File: config.mk
export PLATFORM = sky130hd
export DESIGN_NAME = iigs_io
export DESIGN_NICKNAME = d
export VERILOG_FILES = /design/src/design/iigs_pkg.sv /design/src/design/periph_if.sv /design/src/design/iigs_adb.sv /design/src/design/iigs_io.sv /design/src/design/iigs_io_regs.sv /design/src/design/iigs_iwm.sv /design/src/design/iigs_prtc.sv
export SDC_FILE = /design/constraint.sdc
export NUM_CORES = 1
export LEC_CHECK = 0
export BUFFER_PORTS_ARGS = -buffer_cell sky130_fd_sc_hd__buf_2
export CORE_MARGIN = 2
export CORE_UTILIZATION = 30
export DETAILED_ROUTE_END_ITERATION = 12
export PLACE_DENSITY = 0.42
export SLEW_MARGIN = 20
export SYNTH_ARGS = -nofsm -noshare
export SYNTH_HDL_FRONTEND = slang
export SYNTH_HIERARCHICAL = 1
export SYNTH_SLANG_ARGS = --single-unit
File: constraint.sdc
create_clock -name clk_sys -period 2.81 [get_ports clk_sys]
set_input_delay 0 -clock clk_sys [delete_from_list [all_inputs] [get_ports clk_sys]]
set_output_delay 0 -clock clk_sys [all_outputs]
set_load 0.02 [all_outputs]
File: src/design/iigs_pkg.sv
`default_nettype none

package iigs_pkg;

  typedef logic [7:0]  bank_t;     // cpu bank number
  typedef logic [15:0] addr16_t;   // address within a bank
  typedef logic [7:0]  data_t;
  typedef logic [7:0]  reg_ofs_t;  // offset within the $c0xx page

  // source that answers the pending read
  typedef enum logic [2:0] {
    src_none,
    src_local,
    src_adb,
    src_prtc,
    src_iwm
  } periph_e;

  // clock chip sequencer
  typedef enum logic [1:0] {
    st_idle,
    st_cmd,
    st_data,
    st_done
  } prtc_state_e;

  localparam data_t IO_PAGE_HI = 8'hc0;

  localparam data_t SHADOW_RST   = 8'b0000_1000;
  localparam data_t STATEREG_RST = 8'b0000_1001;
  localparam data_t CYAREG_RST   = 8'h80;  // fast mode

  localparam reg_ofs_t OFS_KBD       = 8'h00;
  localparam reg_ofs_t OFS_KBDSTRB   = 8'h10;
  localparam reg_ofs_t OFS_TEXTCOLOR = 8'h22;
  localparam reg_ofs_t OFS_ADB_CMD   = 8'h26;
  localparam reg_ofs_t OFS_ADB_STAT  = 8'h27;
  localparam reg_ofs_t OFS_NEWVIDEO  = 8'h29;
  localparam reg_ofs_t OFS_SLTROMSEL = 8'h2d;
  localparam reg_ofs_t OFS_DISK35    = 8'h31;
  localparam reg_ofs_t OFS_CLK_DATA  = 8'h33;
  localparam reg_ofs_t OFS_CLK_CTL   = 8'h34;  // shared with border color
  localparam reg_ofs_t OFS_SHADOW    = 8'h35;
  localparam reg_ofs_t OFS_CYAREG    = 8'h36;
  localparam reg_ofs_t OFS_SND_CTL   = 8'h3c;
  localparam reg_ofs_t OFS_SND_DATA  = 8'h3d;
  localparam reg_ofs_t OFS_SND_ADR_L = 8'h3e;
  localparam reg_ofs_t OFS_SND_ADR_H = 8'h3f;
  localparam reg_ofs_t OFS_STATEREG  = 8'h68;
  localparam reg_ofs_t OFS_ADB_HOOK  = 8'h70;

endpackage

`default_nettype wire

File: src/design/periph_if.sv
`default_nettype none

interface periph_if;

  logic              strobe;  // one cycle per access
  logic              rw;      // high for read
  iigs_pkg::reg_ofs_t addr;
  iigs_pkg::data_t    din;
  iigs_pkg::data_t    dout;   // valid the cycle after a read strobe

  modport host (
    output strobe, rw, addr, din,
    input  dout
  );

  modport dev (
    input  strobe, rw, addr, din,
    output dout
  );

endinterface

`default_nettype wire

File: src/design/iigs_adb.sv
`default_nettype none

module iigs_adb (
  input  wire                  clk_sys,
  input  wire                  cpu_vda,
  periph_if.dev                bus,
  input  wire                  key_valid,
  input  wire iigs_pkg::data_t key_code
);

  logic [6:0]      key_latch;
  logic            key_strobe;  // bit 7 of $c000
  iigs_pkg::data_t cmd_q;
  logic            cmd_full;
  logic [3:0]      mod_q;       // modifier keys
  iigs_pkg::data_t status;
  iigs_pkg::data_t rd_data;

  assign status = {key_strobe, cmd_full, 2'b00, mod_q};

  always_comb begin
    case (bus.addr)
      iigs_pkg::OFS_KBD,
      iigs_pkg::OFS_KBDSTRB:  rd_data = {key_strobe, key_latch};
      iigs_pkg::OFS_ADB_CMD:  rd_data = cmd_q;
      iigs_pkg::OFS_ADB_STAT: rd_data = status;
      default:                rd_data = '0;
    endcase
  end

  always_ff @(posedge clk_sys or posedge cpu_vda) begin
    if (cpu_vda) begin
      key_latch  <= '0;
      key_strobe <= 1'b0;
      cmd_q      <= '0;
      cmd_full   <= 1'b0;
      mod_q      <= '0;
    end else begin
      if (key_valid) begin
        key_latch  <= key_code[6:0];
        key_strobe <= 1'b1;
      end
      if (bus.strobe) begin
        case (bus.addr)
          iigs_pkg::OFS_KBDSTRB: key_strobe <= 1'b0;  // any access clears
          iigs_pkg::OFS_ADB_HOOK:
            if (!bus.rw) begin
              key_latch  <= bus.din[6:0];
              key_strobe <= 1'b1;
            end
          iigs_pkg::OFS_ADB_CMD:
            if (!bus.rw) begin
              cmd_q    <= bus.din;
              cmd_full <= 1'b1;
            end
          iigs_pkg::OFS_ADB_STAT:
            if (!bus.rw)
              mod_q <= bus.din[3:0];
            else
              cmd_full <= 1'b0;  // status read takes the command
          default: ;
        endcase
      end
    end
  end

  always_ff @(posedge clk_sys) begin
    if (bus.strobe && bus.rw)
      bus.dout <= rd_data;
  end

endmodule

`default_nettype wire

File: src/design/iigs_io.sv
`default_nettype none

module iigs_io #(
  parameter int TICKS_PER_SEC = 1000
) (
  input  wire                    clk_sys,
  input  wire                    cpu_vda,
  input  wire                    cen,
  input  wire                    bus_valid,
  input  wire                    bus_we,
  input  wire iigs_pkg::bank_t   bus_bank,
  input  wire iigs_pkg::addr16_t bus_addr,
  input  wire iigs_pkg::data_t   bus_wdata,
  input  wire iigs_pkg::data_t   mem_din,
  output iigs_pkg::data_t        cpu_din,
  output logic                   io_ack,
  output iigs_pkg::data_t        shadow,
  output iigs_pkg::data_t        text_color,
  output logic [3:0]             border_color,
  output iigs_pkg::data_t        slt_rom_sel,
  output iigs_pkg::data_t        disk35
);

  periph_if adb_if ();
  periph_if prtc_if ();
  periph_if iwm_if ();

  iigs_io_regs i_iigs_io_regs (
    .clk_sys      (clk_sys),
    .cpu_vda      (cpu_vda),
    .bus_valid    (bus_valid),
    .bus_we       (bus_we),
    .bus_bank     (bus_bank),
    .bus_addr     (bus_addr),
    .bus_wdata    (bus_wdata),
    .mem_din      (mem_din),
    .cpu_din      (cpu_din),
    .io_ack       (io_ack),
    .shadow       (shadow),
    .text_color   (text_color),
    .border_color (border_color),
    .slt_rom_sel  (slt_rom_sel),
    .disk35       (disk35),
    .adb          (adb_if),
    .prtc         (prtc_if),
    .iwm          (iwm_if)
  );

  // no keyboard source yet so $c070 loads the latch
  iigs_adb i_iigs_adb (
    .clk_sys   (clk_sys),
    .cpu_vda   (cpu_vda),
    .bus       (adb_if),
    .key_valid (1'b0),
    .key_code  (8'h00)
  );

  iigs_prtc #(
    .TICKS_PER_SEC (TICKS_PER_SEC)
  ) i_iigs_prtc (
    .clk_sys (clk_sys),
    .cpu_vda (cpu_vda),
    .cen     (cen),
    .bus     (prtc_if)
  );

  iigs_iwm i_iigs_iwm (
    .clk_sys (clk_sys),
    .cpu_vda (cpu_vda),
    .bus     (iwm_if),
    .disk35  (disk35)
  );

endmodule

`default_nettype wire

File: src/design/iigs_io_regs.sv
`default_nettype none

module iigs_io_regs (
  input  wire                       clk_sys,
  input  wire                       cpu_vda,
  input  wire                       bus_valid,
  input  wire                       bus_we,
  input  wire iigs_pkg::bank_t      bus_bank,
  input  wire iigs_pkg::addr16_t    bus_addr,
  input  wire iigs_pkg::data_t      bus_wdata,
  input  wire iigs_pkg::data_t      mem_din,
  output iigs_pkg::data_t           cpu_din,
  output logic                      io_ack,
  output iigs_pkg::data_t           shadow,
  output iigs_pkg::data_t           text_color,
  output logic [3:0]                border_color,
  output iigs_pkg::data_t           slt_rom_sel,
  output iigs_pkg::data_t           disk35,
  periph_if.host                    adb,
  periph_if.host                    prtc,
  periph_if.host                    iwm
);

  iigs_pkg::reg_ofs_t ofs;
  logic               bank_ok;
  logic               io_hit;
  iigs_pkg::periph_e  sel;
  iigs_pkg::periph_e  src_q;
  iigs_pkg::data_t    rd_data;
  iigs_pkg::data_t    io_dout_q;
  iigs_pkg::reg_ofs_t req_ofs;
  iigs_pkg::data_t    req_din;
  logic               req_rw;
  iigs_pkg::data_t    state_reg;

  iigs_pkg::data_t wvideo, cyareg;
  iigs_pkg::data_t sound_ctl, sound_data, sound_adr_l, sound_adr_h;

  logic eighty_store, ramrd, ramwrt, intcxrom, altzp, slotc3rom, eighty_col, altcharset;
  logic textg, mixg, page2, hires;
  logic lcram, lcram2, rombank;

  assign ofs     = bus_addr[7:0];
  assign bank_ok = bus_bank inside {8'h00, 8'h01, 8'he0, 8'he1};
  assign io_hit  = bus_valid && !shadow[6] && bank_ok &&
                   (bus_addr[15:8] == iigs_pkg::IO_PAGE_HI);

  // bit 3 reads back as the inverse of lcram
  assign state_reg = {altzp, page2, ramrd, ramwrt, lcram, lcram2, rombank, intcxrom} ^ 8'h08;

  // who answers this offset
  always_comb begin
    sel = iigs_pkg::src_local;
    case (ofs)
      iigs_pkg::OFS_KBD: if (!bus_we) sel = iigs_pkg::src_adb;  // writes toggle 80store
      iigs_pkg::OFS_KBDSTRB, iigs_pkg::OFS_ADB_CMD,
      iigs_pkg::OFS_ADB_STAT, iigs_pkg::OFS_ADB_HOOK: sel = iigs_pkg::src_adb;
      iigs_pkg::OFS_CLK_DATA, iigs_pkg::OFS_CLK_CTL:  sel = iigs_pkg::src_prtc;
      default: if (ofs[7:4] == 4'he) sel = iigs_pkg::src_iwm;
    endcase
  end

  // local read mux with status flags in bit 7
  always_comb begin
    rd_data = '0;
    case (ofs)
      8'h11: rd_data = {lcram2, 7'b0};
      8'h12: rd_data = {lcram, 7'b0};
      8'h13: rd_data = {ramrd, 7'b0};
      8'h14: rd_data = {ramwrt, 7'b0};
      8'h15: rd_data = {intcxrom, 7'b0};
      8'h16: rd_data = {altzp, 7'b0};
      8'h17: rd_data = {slotc3rom, 7'b0};
      8'h18: rd_data = {eighty_store, 7'b0};
      8'h1a: rd_data = {textg, 7'b0};
      8'h1b: rd_data = {mixg, 7'b0};
      8'h1c: rd_data = {page2, 7'b0};
      8'h1d: rd_data = {hires, 7'b0};
      8'h1e: rd_data = {altcharset, 7'b0};
      8'h1f: rd_data = {eighty_col, 7'b0};
      iigs_pkg::OFS_TEXTCOLOR: rd_data = text_color;
      iigs_pkg::OFS_NEWVIDEO:  rd_data = wvideo;
      iigs_pkg::OFS_SLTROMSEL: rd_data = slt_rom_sel;
      iigs_pkg::OFS_DISK35:    rd_data = disk35;
      iigs_pkg::OFS_SHADOW:    rd_data = shadow;
      iigs_pkg::OFS_CYAREG:    rd_data = cyareg;
      iigs_pkg::OFS_SND_CTL:   rd_data = sound_ctl;
      iigs_pkg::OFS_SND_DATA:  rd_data = sound_data;
      iigs_pkg::OFS_SND_ADR_L: rd_data = sound_adr_l;
      iigs_pkg::OFS_SND_ADR_H: rd_data = sound_adr_h;
      iigs_pkg::OFS_STATEREG:  rd_data = state_reg;
      default: ;
    endcase
  end

  always_ff @(posedge clk_sys or posedge cpu_vda) begin
    if (cpu_vda) begin
      io_ack       <= 1'b0;
      src_q        <= iigs_pkg::src_none;
      adb.strobe   <= 1'b0;
      prtc.strobe  <= 1'b0;
      iwm.strobe   <= 1'b0;
      shadow       <= iigs_pkg::SHADOW_RST;
      cyareg       <= iigs_pkg::CYAREG_RST;
      text_color   <= '0;
      border_color <= '0;
      slt_rom_sel  <= '0;
      disk35       <= '0;
      wvideo       <= '0;
      sound_ctl    <= '0;
      sound_data   <= '0;
      sound_adr_l  <= '0;
      sound_adr_h  <= '0;
      {eighty_store, eighty_col, altcharset, slotc3rom} <= '0;
      {textg, mixg, hires} <= '0;
      {altzp, page2, ramrd, ramwrt, lcram, lcram2, rombank, intcxrom} <=
        iigs_pkg::STATEREG_RST;
    end else begin
      io_ack      <= (io_hit && sel == iigs_pkg::src_local) ||
                     adb.strobe || prtc.strobe || iwm.strobe;
      adb.strobe  <= io_hit && sel == iigs_pkg::src_adb;
      prtc.strobe <= io_hit && sel == iigs_pkg::src_prtc;
      iwm.strobe  <= io_hit && sel == iigs_pkg::src_iwm;

      if (io_hit)
        src_q <= sel;
      else if (io_ack)
        src_q <= iigs_pkg::src_none;  // answer delivered

      if (io_hit && bus_we) begin
        case (ofs)
          iigs_pkg::OFS_TEXTCOLOR: text_color   <= bus_wdata;
          iigs_pkg::OFS_NEWVIDEO:  wvideo       <= bus_wdata;
          iigs_pkg::OFS_SLTROMSEL: slt_rom_sel  <= bus_wdata;
          iigs_pkg::OFS_DISK35:    disk35       <= bus_wdata & 8'hc0;
          iigs_pkg::OFS_CLK_CTL:   border_color <= bus_wdata[3:0];  // clock chip sees it too
          iigs_pkg::OFS_SHADOW:    shadow       <= bus_wdata;
          iigs_pkg::OFS_CYAREG:    cyareg       <= bus_wdata;
          iigs_pkg::OFS_SND_CTL:   sound_ctl    <= bus_wdata;
          iigs_pkg::OFS_SND_DATA:  sound_data   <= bus_wdata;
          iigs_pkg::OFS_SND_ADR_L: sound_adr_l  <= bus_wdata;
          iigs_pkg::OFS_SND_ADR_H: sound_adr_h  <= bus_wdata;
          iigs_pkg::OFS_STATEREG:
            {altzp, page2, ramrd, ramwrt, lcram, lcram2, rombank, intcxrom} <=
              bus_wdata ^ 8'h08;
          default: ;
        endcase

        // even offset clears, odd offset sets
        if (ofs[7:4] == 4'h0) begin
          case (ofs[3:1])
            3'd0: eighty_store <= ofs[0];
            3'd1: ramrd        <= ofs[0];
            3'd2: ramwrt       <= ofs[0];
            3'd3: intcxrom     <= ofs[0];
            3'd4: altzp        <= ofs[0];
            3'd5: slotc3rom    <= ofs[0];
            3'd6: eighty_col   <= ofs[0];
            3'd7: altcharset   <= ofs[0];
          endcase
        end
      end

      // video switches react to reads as well
      if (io_hit && ofs[7:3] == 5'b0101_0) begin
        case (ofs[2:1])
          2'd0: textg <= ofs[0];
          2'd1: mixg  <= ofs[0];
          2'd2: page2 <= ofs[0];
          2'd3: hires <= ofs[0];
        endcase
      end
    end
  end

  always_ff @(posedge clk_sys) begin
    if (io_hit) begin
      io_dout_q <= rd_data;
      req_ofs   <= ofs;
      req_din   <= bus_wdata;
      req_rw    <= !bus_we;
    end
  end

  assign adb.addr  = req_ofs;
  assign adb.din   = req_din;
  assign adb.rw    = req_rw;
  assign prtc.addr = req_ofs;
  assign prtc.din  = req_din;
  assign prtc.rw   = req_rw;
  assign iwm.addr  = req_ofs;
  assign iwm.din   = req_din;
  assign iwm.rw    = req_rw;

  always_comb begin
    cpu_din = mem_din;
    if (io_ack) begin
      case (src_q)
        iigs_pkg::src_local: cpu_din = io_dout_q;
        iigs_pkg::src_adb:   cpu_din = adb.dout;
        iigs_pkg::src_prtc:  cpu_din = prtc.dout;
        iigs_pkg::src_iwm:   cpu_din = iwm.dout;
        default:             cpu_din = mem_din;
      endcase
    end
  end

endmodule

`default_nettype wire

File: src/design/iigs_iwm.sv
`default_nettype none

module iigs_iwm (
  input  wire                  clk_sys,
  input  wire                  cpu_vda,
  periph_if.dev                bus,
  input  wire iigs_pkg::data_t disk35
);

  // ph0..ph3, motor, drive select, q6, q7
  logic [7:0]      sw_q;
  logic [7:0]      sw_next;
  logic [4:0]      mode_q;
  logic            motor_on;
  logic            q6, q7;
  iigs_pkg::data_t rd_data;

  always_comb begin
    sw_next = sw_q;
    sw_next[bus.addr[3:1]] = bus.addr[0];  // odd address sets
  end

  assign q6       = sw_next[6];
  assign q7       = sw_next[7];
  assign motor_on = sw_next[4] & disk35[6];

  assign rd_data = (q6 && !q7) ? {2'b00, motor_on, mode_q} : 8'hff;

  always_ff @(posedge clk_sys or posedge cpu_vda) begin
    if (cpu_vda) begin
      sw_q   <= '0;
      mode_q <= '0;
    end else if (bus.strobe) begin
      sw_q <= sw_next;
      if (!bus.rw && q6 && q7)
        mode_q <= bus.din[4:0];  // mode load
    end
  end

  always_ff @(posedge clk_sys) begin
    if (bus.strobe && bus.rw)
      bus.dout <= rd_data;
  end

endmodule

`default_nettype wire

File: src/design/iigs_prtc.sv
`default_nettype none

module iigs_prtc #(
  parameter int TICKS_PER_SEC = 1000
) (
  input  wire   clk_sys,
  input  wire   cpu_vda,
  input  wire   cen,
  periph_if.dev bus
);

  localparam int TW = $clog2(TICKS_PER_SEC + 1);

  logic [TW-1:0]         tick_q;
  iigs_pkg::data_t       sec_q;
  iigs_pkg::data_t       ctl_q;     // bit 7 start
  iigs_pkg::data_t       data_q;
  iigs_pkg::data_t       bram [32];
  iigs_pkg::prtc_state_e state_q;
  logic                  have_cmd;  // next start moves data
  logic                  cmd_rd;
  logic [4:0]            cmd_addr;
  logic                  sec_sel;
  logic                  start_wr;
  iigs_pkg::data_t       rd_data;

  assign sec_sel  = (cmd_addr == 5'd31);
  assign start_wr = bus.strobe && !bus.rw && bus.din[7] &&
                    (bus.addr == iigs_pkg::OFS_CLK_CTL);
  assign rd_data  = (bus.addr == iigs_pkg::OFS_CLK_DATA) ? data_q : ctl_q;

  always_ff @(posedge clk_sys or posedge cpu_vda) begin
    if (cpu_vda) begin
      tick_q   <= '0;
      sec_q    <= '0;
      ctl_q    <= '0;
      data_q   <= '0;
      state_q  <= iigs_pkg::st_idle;
      have_cmd <= 1'b0;
      cmd_rd   <= 1'b0;
      cmd_addr <= '0;
    end else begin
      if (cen) begin
        if (tick_q == TW'(TICKS_PER_SEC - 1)) begin
          tick_q <= '0;
          sec_q  <= sec_q + 8'd1;
        end else begin
          tick_q <= tick_q + 1'b1;
        end
      end

      if (bus.strobe && !bus.rw) begin
        if (bus.addr == iigs_pkg::OFS_CLK_DATA)
          data_q <= bus.din;
        else if (bus.addr == iigs_pkg::OFS_CLK_CTL)
          ctl_q <= bus.din;
      end

      case (state_q)
        iigs_pkg::st_idle:
          if (start_wr)
            state_q <= have_cmd ? iigs_pkg::st_data : iigs_pkg::st_cmd;
        iigs_pkg::st_cmd: begin
          cmd_rd   <= data_q[7];
          cmd_addr <= data_q[6:2];
          have_cmd <= 1'b1;
          state_q  <= iigs_pkg::st_done;
        end
        iigs_pkg::st_data: begin
          if (cmd_rd)
            data_q <= sec_sel ? sec_q : bram[cmd_addr];
          else if (sec_sel)
            sec_q <= data_q;  // set the clock
          have_cmd <= 1'b0;
          state_q  <= iigs_pkg::st_done;
        end
        iigs_pkg::st_done: begin
          // a start that lands here begins the next phase at once
          if (start_wr) begin
            state_q <= have_cmd ? iigs_pkg::st_data : iigs_pkg::st_cmd;
          end else begin
            ctl_q[7] <= 1'b0;
            state_q  <= iigs_pkg::st_idle;
          end
        end
        default: state_q <= iigs_pkg::st_idle;
      endcase
    end
  end

  always_ff @(posedge clk_sys) begin
    if (state_q == iigs_pkg::st_data && !cmd_rd && !sec_sel)
      bram[cmd_addr] <= data_q;
  end

  always_ff @(posedge clk_sys) begin
    if (bus.strobe && bus.rw)
      bus.dout <= rd_data;
  end

endmodule

`default_nettype wire

==> run metrics, run 1 <==
CP delay by family, top=buffers and inverters; Total GRT Usage=0.1691; Setup WS post-layout=0.1354 ns; r2r setup slk=0.40 ns; CTS buffer count=54; Design Power=14.99 mW; status=complete, no violations; Worst EP arrival=2.95 ns; Post-CTS Resized=0; Slew Viols, Final=0; element type at the critical path end=flip-flop; setup TNS=0 ns; share of layout cells above drive strength 1=0.2825; final hold slack=0.03257 ns; area grow syn2layout=18.56%; Ys Warns=6; worst slack at placement=0.4052 ns; largest net degree at the start of global routing=44; RSZ-0062 raised after global routing=no; measured slew at the worst slew-check pin=0.8385 ns; top sig layer=met4; Fin. Hold Viols=0; worst hold start=bus_bank[2]; Die Width=269.0 microns; drt wl/cell=23.09 microns; Sink Count=476; Antenna diodes=0; global-route wire length before repair=91,020 microns; CP max stage cell=dlygate4sd3_1; H-tree depth=2; maximum clock path buffer count=3; Core Footprint=69,790 sq um; Setup Buffers After CTS=0; Hold Path End=i_iigs_io_regs/src_q[0]; CTS tree=built; DRC=0; Nets=1,672; Most Frequent Cell on Critical Path=dlygate4sd3_1; CP Class=in2reg; CTS root buf=clkbuf_16; Leak=8.973 nW; met3 routed WL=2032 microns; Critical Path Source Type=primary input; Syn Std Cell Area=21,070 sq um; Pre-Repair DR Iteration Count=7; Die Ht=269.0 microns; clock transition at the registers of the reported paths=0.06 ns; # fillers=6,733; WHS Path Cells=6; I/O Pins=90; Detail Placement HPWL=41,420 microns; Initial Util=0.3019; vias per cell=4.996; r2r endpoint=i_iigs_prtc/data_q[5]; Setup Viol. Count Final=0; via count=13,020; die area=72,360 sq um; Critical Path RT=3.09 ns; IO buf count=82; max incr delay on CP=0.57 ns; met2 wire len=29,540 microns; vias in the first global route=13,530; r2r startpoint=i_iigs_prtc/state_q[0]; Reg2Reg Depth=6; FMAX=373.9 MHz; initial drt markers=832; Routed Antenna Nets=0; Rows=97; detailed-route wire length=60,200 microns; antenna violations before repair=0; grt total ovfl=0; Inst Count DP=2,480; Cells after Synth=1,450; Max VDD drop=0.3705 mV; clock skew=0.03946 ns; Hold WC Path Type=in2reg; Post-Syn Area per Cell=14.53 sq um; post-layout min period=2.675 ns; Max-Cap Viols=0; Max-Slew Margin vs Limit=0.4404; WL met1=27,480 microns; WP buf/inv=6; RePlAce Congestion=0.8474; Clock Latency Late Sink=0.61 ns; Cell Chain, Critical Path=dlygate4sd3_1, buf_2, nor2_1, dlygate4sd3_1, nand2_1, dlygate4sd3_1, or3_1, inv_1, buf_4; fin crit share=0.9518; Worst Path Max Fanout=25; Finished Layout Cells=2,607; Power Density=600.2 nW/um^2
[per-layer routing]
layer / vias to the layer above / track usage
li1: 5948 / -
met1: 6753 / 0.2289
met2: 251 / 0.2875
met3: 72 / 0.02192
met4: 0 / 0.04114
met5: - / 0
[where the power goes]
part	switching (mW)	internal (mW)	total (mW)
combinational	0.225	0.123	0.348
sequential	0.0490	7.44	7.49
clock	2.90	4.26	7.15
[tightest hold or removal path, stage by stage]
cell      delay, ns
buf_2          0.07
nor4b_1        0.05
o211ai_1       0.22
nor2_1         0.13
nand3_1        0.07
nand2_1        0.05
[metrics by stage]
stage	util	cell area (sq um)
after CTS	0.3579	24980
after global placement	0.3282	22900
final	0.3579	24980
after detailed placement	0.3282	22900
after floorplan	-	21140
after global routing	0.3579	24980
[area by class of cell]
type,instances,area (sq um),share of cell area
flip-flops and latches,476,13440,0.5382
multi-input cells,855,6965,0.2789
clock buffers,75,1565,0.06267
repair buffers,205,1459,0.05841
well taps,940,1176,0.04709
clock inverters,27,256.5,0.01027
inverters,29,111.4,0.004458
[registers in the layout (all words and copies together) (netlist names), 8 cells and up]
name	cells
i_iigs_io_regs/text_color	8
i_iigs_prtc/ctl_q	8
i_iigs_prtc/bus.dout	8
i_iigs_io_regs/sound_ctl	8
i_iigs_io_regs/wvideo	8
i_iigs_io_regs/shadow	8
i_iigs_io_regs/io_dout_q	8
i_iigs_prtc/sec_q	8
i_iigs_io_regs/slt_rom_sel	8
i_iigs_io_regs/sound_adr_h	8
i_iigs_io_regs/sound_data	8
i_iigs_adb/cmd_q	8
i_iigs_prtc/tick_q	10
i_iigs_io_regs/adb.addr	8
i_iigs_prtc/data_q	8
i_iigs_adb/bus.dout	8
i_iigs_io_regs/adb.din	8
i_iigs_prtc/bram	256
i_iigs_io_regs/sound_adr_l	8
i_iigs_io_regs/cyareg	8
[placed cells by master (no fill, tap or decap), drive strengths merged, types with 19 or more instances in the layout]
master	instances
mux2	148
buf	180
a22oi	26
nand3	31
nor2	64
nor3	29
mux2i	104
dfrtp	168
inv	30
mux4	25
conb	22
edfxtp	304
o21ai	21
clkinv	19
dlygate4sd3	25
o22ai	41
nand4	27
clkbuf	75
nand2	68
[what timing repair did]
action,in CTS,in global routing
hold buffers,25,0
endpoints found under the hold margin,221,0
endpoints found under the setup margin,0,0
[how the worst max path moves through the flow]
stage,from,end,slack (ns),depth (start not counted)
after floorplan,cpu_vda,i_iigs_io_regs/adb.strobe,0.20,1
after CTS,bus_addr[8],i_iigs_io_regs/adb.din[1],0.19,9
after global routing,bus_addr[8],i_iigs_io_regs/adb.addr[5],0.04,9
after global placement,i_iigs_prtc/state_q[0],i_iigs_prtc/data_q[2],0.47,6
final,bus_addr[8],i_iigs_io_regs/adb.din[1],0.14,9
after detailed placement,i_iigs_prtc/state_q[0],i_iigs_prtc/data_q[2],0.41,6
No activity file was read; power rests on OpenSTA's default activity.
==> run 2, diff against run 1 <==
Settings changed: CELL_PAD_IN_SITES_DETAIL_PLACEMENT from default to 0, CELL_PAD_IN_SITES_GLOBAL_PLACEMENT from default to 1, PLACE_DENSITY 0.42 to 0.49.
==> run 2 against run 1 <==
Sequential share of layout area hardly changed; cell count rose by 0.69%; critical path depth unchanged; non-clock buffer count increased by 20; final area about the same; clock-buffer cell count grew 6; clock skew down 0.018 ns; via count is essentially flat; die area unchanged; highest routed layer is now met5; sequential power about the same; maximum frequency increased by 1.0%; routed wire length about the same.
==> run metrics, run 2 (synthesized netlist as in run 1, its figures left out) <==
largest net degree at the start of global routing=48 (+9.1%); Max VDD drop=0.4936 mV (+33%); commonest non-fill, non-tap cell in the layout=edfxtp_1; worst slack at placement=0.4063 ns (+0.001146 ns); largest registers=i_iigs_prtc/bram (256), i_iigs_prtc/tick_q (10); CTS tree=built; most frequent cells in the layout=304 x edfxtp_1, 166 x dfrtp_1, 148 x mux2_2; Pre-Repair DR Iteration Count=5 (-2); Pint=11.49 mW (-2.8%); Worst EP arrival=3.18 ns (+0.23 ns); Leak=9.008 nW (+0.38%); Worst Path Max Fanout=9 (-64%); Core Footprint=69,790 sq um (unchanged); Fin. Hold Viols=0 (unchanged); Setup Buffers After CTS=0 (unchanged); clock transition at the registers of the reported paths=0.06 ns (about the same); Setup WS post-layout=0.1624 ns (+0.02708 ns); clock skew=0.02183 ns (-0.01762 ns); RePlAce Congestion=0.8489 (+0.18%); global-route wire length before repair=89,590 microns (-1.6%); Die Width=269.0 microns (unchanged); via count=13,020 (-0.023%); H-tree depth=2 (unchanged); Sink Count=476 (unchanged); CP Class=in2reg; max reg flops=256 (unchanged); DRC=0 (unchanged); area grow syn2layout=18.64% (about the same); element type at the critical path end=flip-flop; Critical Path RT=3.34 ns (+0.25 ns); Layout Utilization=0.3582 (about the same); Max-Slew Margin vs Limit=0.3512 (-0.08920); Setup Viol. Count Final=0 (unchanged); CTS root buf=clkbuf_16; measured slew at the worst slew-check pin=0.9732 ns (+0.1347 ns); initial drt markers=1,066 (+28%); Post-CTS Resized=0 (unchanged); share of layout cells above drive strength 1=0.2866 (+0.004103); fin crit share=0.9422 (-0.009636); die area=72,360 sq um (unchanged); sw power=3.117 mW (-1.7%); Hold WC Path Type=in2reg; drt wl/cell=22.92 microns (-0.76%); vias in the first global route=13,410 (-0.93%); Initial Util=0.3019 (unchanged); Slew Viols, Final=0 (unchanged); maximum clock path buffer count=3 (unchanged); Antenna diodes=0 (unchanged); CTS buffer count=54 (unchanged); Max-Cap Viols=0 (unchanged); Nets=1,692 (+1.2%); antenna violations before repair=1 (+1); sequential share of power=0.513 (+0.013); Rows=97 (unchanged); Switching Share=0.2134 (+0.001961); Detail Placement HPWL=42,100 microns (+1.6%); Gate power share=0.024 (about the same); IO buf count=82 (unchanged); Routed Antenna Nets=0 (unchanged); grt total ovfl=0 (unchanged); vias per cell=4.960 (-0.71%); Reg with most FFs=i_iigs_prtc/bram; clock group share of total power=0.463 (-0.014); setup TNS=0 ns (unchanged); Die Ht=269.0 microns (unchanged); I/O Pins=90 (unchanged); post-layout min period=2.648 ns (-0.02708 ns); Design Power=14.60 mW (-2.6%); detailed-route wire length=60,160 microns (about the same); RSZ-0062 raised after global routing=no; Power Density=584.3 nW/um^2 (-2.6%); Clock Latency Late Sink=0.60 ns (about the same); status=complete, no violations; FMAX=377.7 MHz (+1.0%); Critical Path Source Type=primary input; Total GRT Usage=0.1690 (about the same)
## run 2: layer usage
metal | vias up | track usage | part of all wire
li1 | 5969 | - | -
met1 | 6686 | 0.2225 | 0.44
met2 | 262 | 0.2836 | 0.49
met3 | 102 | 0.02301 | 0.035
met4 | 2 | 0.06336 | 0.034
met5 | - | 0 | 0.00022
## run 2: metrics by stage
step / std cells / cell area [sq um] / hold slack, ns
after floorplan: 1469 / 21140 / -0.1843
after global placement: 2499 / 23030 / 0.05098
after detailed placement: 2499 / 23030 / 0.04363
after CTS: 2625 / 24990 / 0.001398
after global routing: 2625 / 24990 / 0.06670
final: 2625 / 24990 / 0.04770
## run 2: power groups by stage
| stage | sequential (mW) | combinational [mW] | clock [mW] |
|---|---|---|---|
| 3_3_place_gp | 7.63 | 0.328 | 0 |
| 4_1_cts | 7.49 | 0.356 | 6.99 |
| 6_report | 7.49 | 0.352 | 6.76 |
| 3_5_place_dp | 7.63 | 0.331 | 0 |
| 2_1_floorplan | 7.62 | 0.212 | 0 |
| 5_1_grt | 7.49 | 0.389 | 7.30 |
## run 2: critical path, stage by stage
cell           delay, ns
dlygate4sd3_1       0.53
buf_2               0.11
nor2_1              0.11
dlygate4sd3_1       0.56
nand2_1             0.04
dlygate4sd3_1       0.55
or3_1               0.53
dlygate4sd3_1       0.64
nor2_1              0.10
## run 2: area by class of cell
class	count	area, sq um
clock buffer	81	1556
clock inverter	19	142.6
fill	6731	44790
inverter	29	111.4
multi-input combinational	855	6965
sequential	476	13440
tap	940	1176
timing repair buffer	225	1599
## run 2: final timing paths
path	startpoint	cells past startpoint	to	slack, ns
max in group asynchronous	cpu_vda	4	i_iigs_io_regs/shadow[3]	1.92
min	bus_bank[3]	6	i_iigs_io_regs/src_q[0]	0.05
min reg2reg	i_iigs_iwm/mode_q[0]	1	i_iigs_iwm/mode_q[0]	0.50
min in group asynchronous	cpu_vda	3	i_iigs_io_regs/src_q[0]	0.09
max	bus_addr[8]	9	i_iigs_io_regs/iwm.strobe	0.16
max reg2reg	i_iigs_prtc/cmd_addr[1]	6	i_iigs_prtc/data_q[3]	0.50
## run 2: timing repair
action | CTS | global route
hold endpoints to repair | 219 | 0
endpoints found under the setup margin | 0 | 0
hold buffers | 26 | 0
==> run 3, diff against run 2 <==
Settings changed: MAX_ROUTING_LAYER from default to met4.
==> run 3 against run 2 <==
Core utilization is essentially flat; via count grew 0.26%; cell count is essentially flat; routed wire length is essentially flat; sequential power is essentially flat; combinational power is essentially flat; register-to-register slack lost 0.02 ns; largest power group unchanged; highest routed layer is now met4.
==> run metrics, run 3 (synthesized netlist as in run 1, its figures left out) <==
status=complete, no violations; CTS root buf=clkbuf_16; IO buf count=82 (unchanged); Die Width=269.0 microns (unchanged); Pre-Repair DR Iteration Count=5 (unchanged); setup TNS=0 ns (unchanged); Fin. Hold Viols=0 (unchanged); initial drt markers=965 (-9.5%); Core Footprint=69,790 sq um (unchanged); Max-Cap Viols=0 (unchanged); post-layout min period=2.647 ns (-0.0008710 ns); maximum clock path buffer count=3 (unchanged); measured slew at the worst slew-check pin=0.9681 ns (-0.005161 ns); clock skew=0.02378 ns (+0.001943 ns); Die Ht=269.0 microns (unchanged); Reg with most FFs=i_iigs_prtc/bram; Routed Antenna Nets=0 (unchanged); clock transition at the registers of the reported paths=0.06 ns (about the same); largest registers=i_iigs_prtc/bram (256), i_iigs_prtc/tick_q (10); global-route wire length before repair=89,530 microns (about the same); Detail Placement HPWL=42,100 microns (unchanged); Setup Viol. Count Final=0 (unchanged); Clock Latency Late Sink=0.60 ns (about the same); most frequent cells in the layout=304 x edfxtp_1, 166 x dfrtp_1, 148 x mux2_2; Critical Path RT=3.34 ns (about the same); Finished Cell Area=25,000 sq um (about the same); Critical Path Source Type=primary input; Rows=97 (unchanged); max reg flops=256 (unchanged); Max VDD drop=0.4956 mV (+0.39%); commonest non-fill, non-tap cell in the layout=edfxtp_1; die area=72,360 sq um (unchanged); # fillers=6,732 (+0.015%); Power Density=584.2 nW/um^2 (about the same); largest net degree at the start of global routing=48 (unchanged); share of layout cells above drive strength 1=0.2866 (unchanged); Reg area=13,440 sq um (unchanged); drt wl/cell=22.91 microns (about the same); vias per cell=4.971 (+0.22%); H-tree depth=2 (unchanged); via count=13,060 (+0.26%); Leak=9.008 nW (unchanged); Design Power=14.60 mW (about the same); RSZ-0062 raised after global routing=no; r2r setup slk=0.48 ns (-0.02 ns); Worst Path Max Fanout=9 (unchanged); detailed-route wire length=60,150 microns (about the same); Cell Area, Placed=23,030 sq um (unchanged); CP Class=in2reg; grt total ovfl=0 (unchanged); Slew Viols, Final=0 (unchanged); Max-Slew Margin vs Limit=0.3546 (+0.003441); DRC=0 (unchanged); element type at the critical path end=flip-flop; Hold Buf Count CTS=26 (unchanged); Sink Count=476 (unchanged); RePlAce Congestion=0.8623 (+1.6%); Layout Utilization=0.3582 (about the same); Post-CTS Resized=0 (unchanged); antenna violations before repair=1 (unchanged); vias in the first global route=13,420 (+0.097%); footprint of the multi-input gates=6965 sq um (unchanged); FMAX=377.8 MHz (about the same); Worst EP arrival=3.17 ns (about the same); I/O Pins=90 (unchanged); fin crit share=0.9419 (about the same); Total GRT Usage=0.1740 (+0.005030); CTS tree=built; area grow syn2layout=18.66% (about the same); Hold WC Path Type=in2reg; Nets=1,692 (unchanged); CTS buffer count=54 (unchanged); Setup Buffers After CTS=0 (unchanged); Initial Util=0.3019 (unchanged)
-- run 3: cell count changes in the layout (fill, tap and decap cells not counted), sizes merged --
cell	delta
diode	+1
-- run 3: worst max-delay path, stage by stage --
cell           delay, ns
dlygate4sd3_1       0.53
buf_2               0.11
nor2_1              0.11
dlygate4sd3_1       0.56
nand2_1             0.04
dlygate4sd3_1       0.55
or3_1               0.53
dlygate4sd3_1       0.64
nor2_1              0.10
-- run 3: metal layers --
layer  share of wire  vias to the layer above  track usage
met5               0                        -            -
met4           0.033                        0      0.06336
met3           0.031                      100      0.02228
met2            0.49                      252       0.2841
met1            0.45                     6722       0.2222
li1                -                     5981            -
-- run 3: final timing paths --
| kind | start | endpoint | depth (start not counted) |
|---|---|---|---|
| worst max-delay path | bus_addr[8] | i_iigs_io_regs/iwm.strobe | 9 |
| worst min-delay path | bus_bank[3] | i_iigs_io_regs/src_q[0] | 6 |
| worst max register to register | i_iigs_prtc/cmd_addr[1] | i_iigs_prtc/data_q[6] | 6 |
| worst min register to register | i_iigs_iwm/mode_q[0] | i_iigs_iwm/mode_q[0] | 1 |
| max in group asynchronous | cpu_vda | i_iigs_io_regs/shadow[3] | 4 |
| min in group asynchronous | cpu_vda | i_iigs_io_regs/io_ack | 3 |
-- run 3: layout make-up --
type | instances | share of cell area
clock inverter | 19 | 0.005706
multi-input combinational | 855 | 0.2787
tap | 940 | 0.04705
antenna | 1 | 0.0001001
sequential | 476 | 0.5378
timing repair buffer | 225 | 0.06397
inverter | 29 | 0.004455
clock buffer | 81 | 0.06227
-- run 3: power breakdown --
part	switching, mW	internal [mW]
logic	0.227	0.125
registers	0.0503	7.44
clock network	2.84	3.92
-- run 3: through the flow --
| stage | instances | worst slack (ns) | hold slack (ns) |
|---|---|---|---|
| after floorplan | 1469 | 0.1978 | -0.1843 |
| after global placement | 2499 | 0.3883 | 0.05098 |
| after detailed placement | 2499 | 0.4063 | 0.04363 |
| after CTS | 2625 | 0.1987 | 0.001398 |
| after global routing | 2626 | 0.05778 | 0.06670 |
| final | 2626 | 0.1633 | 0.03883 |
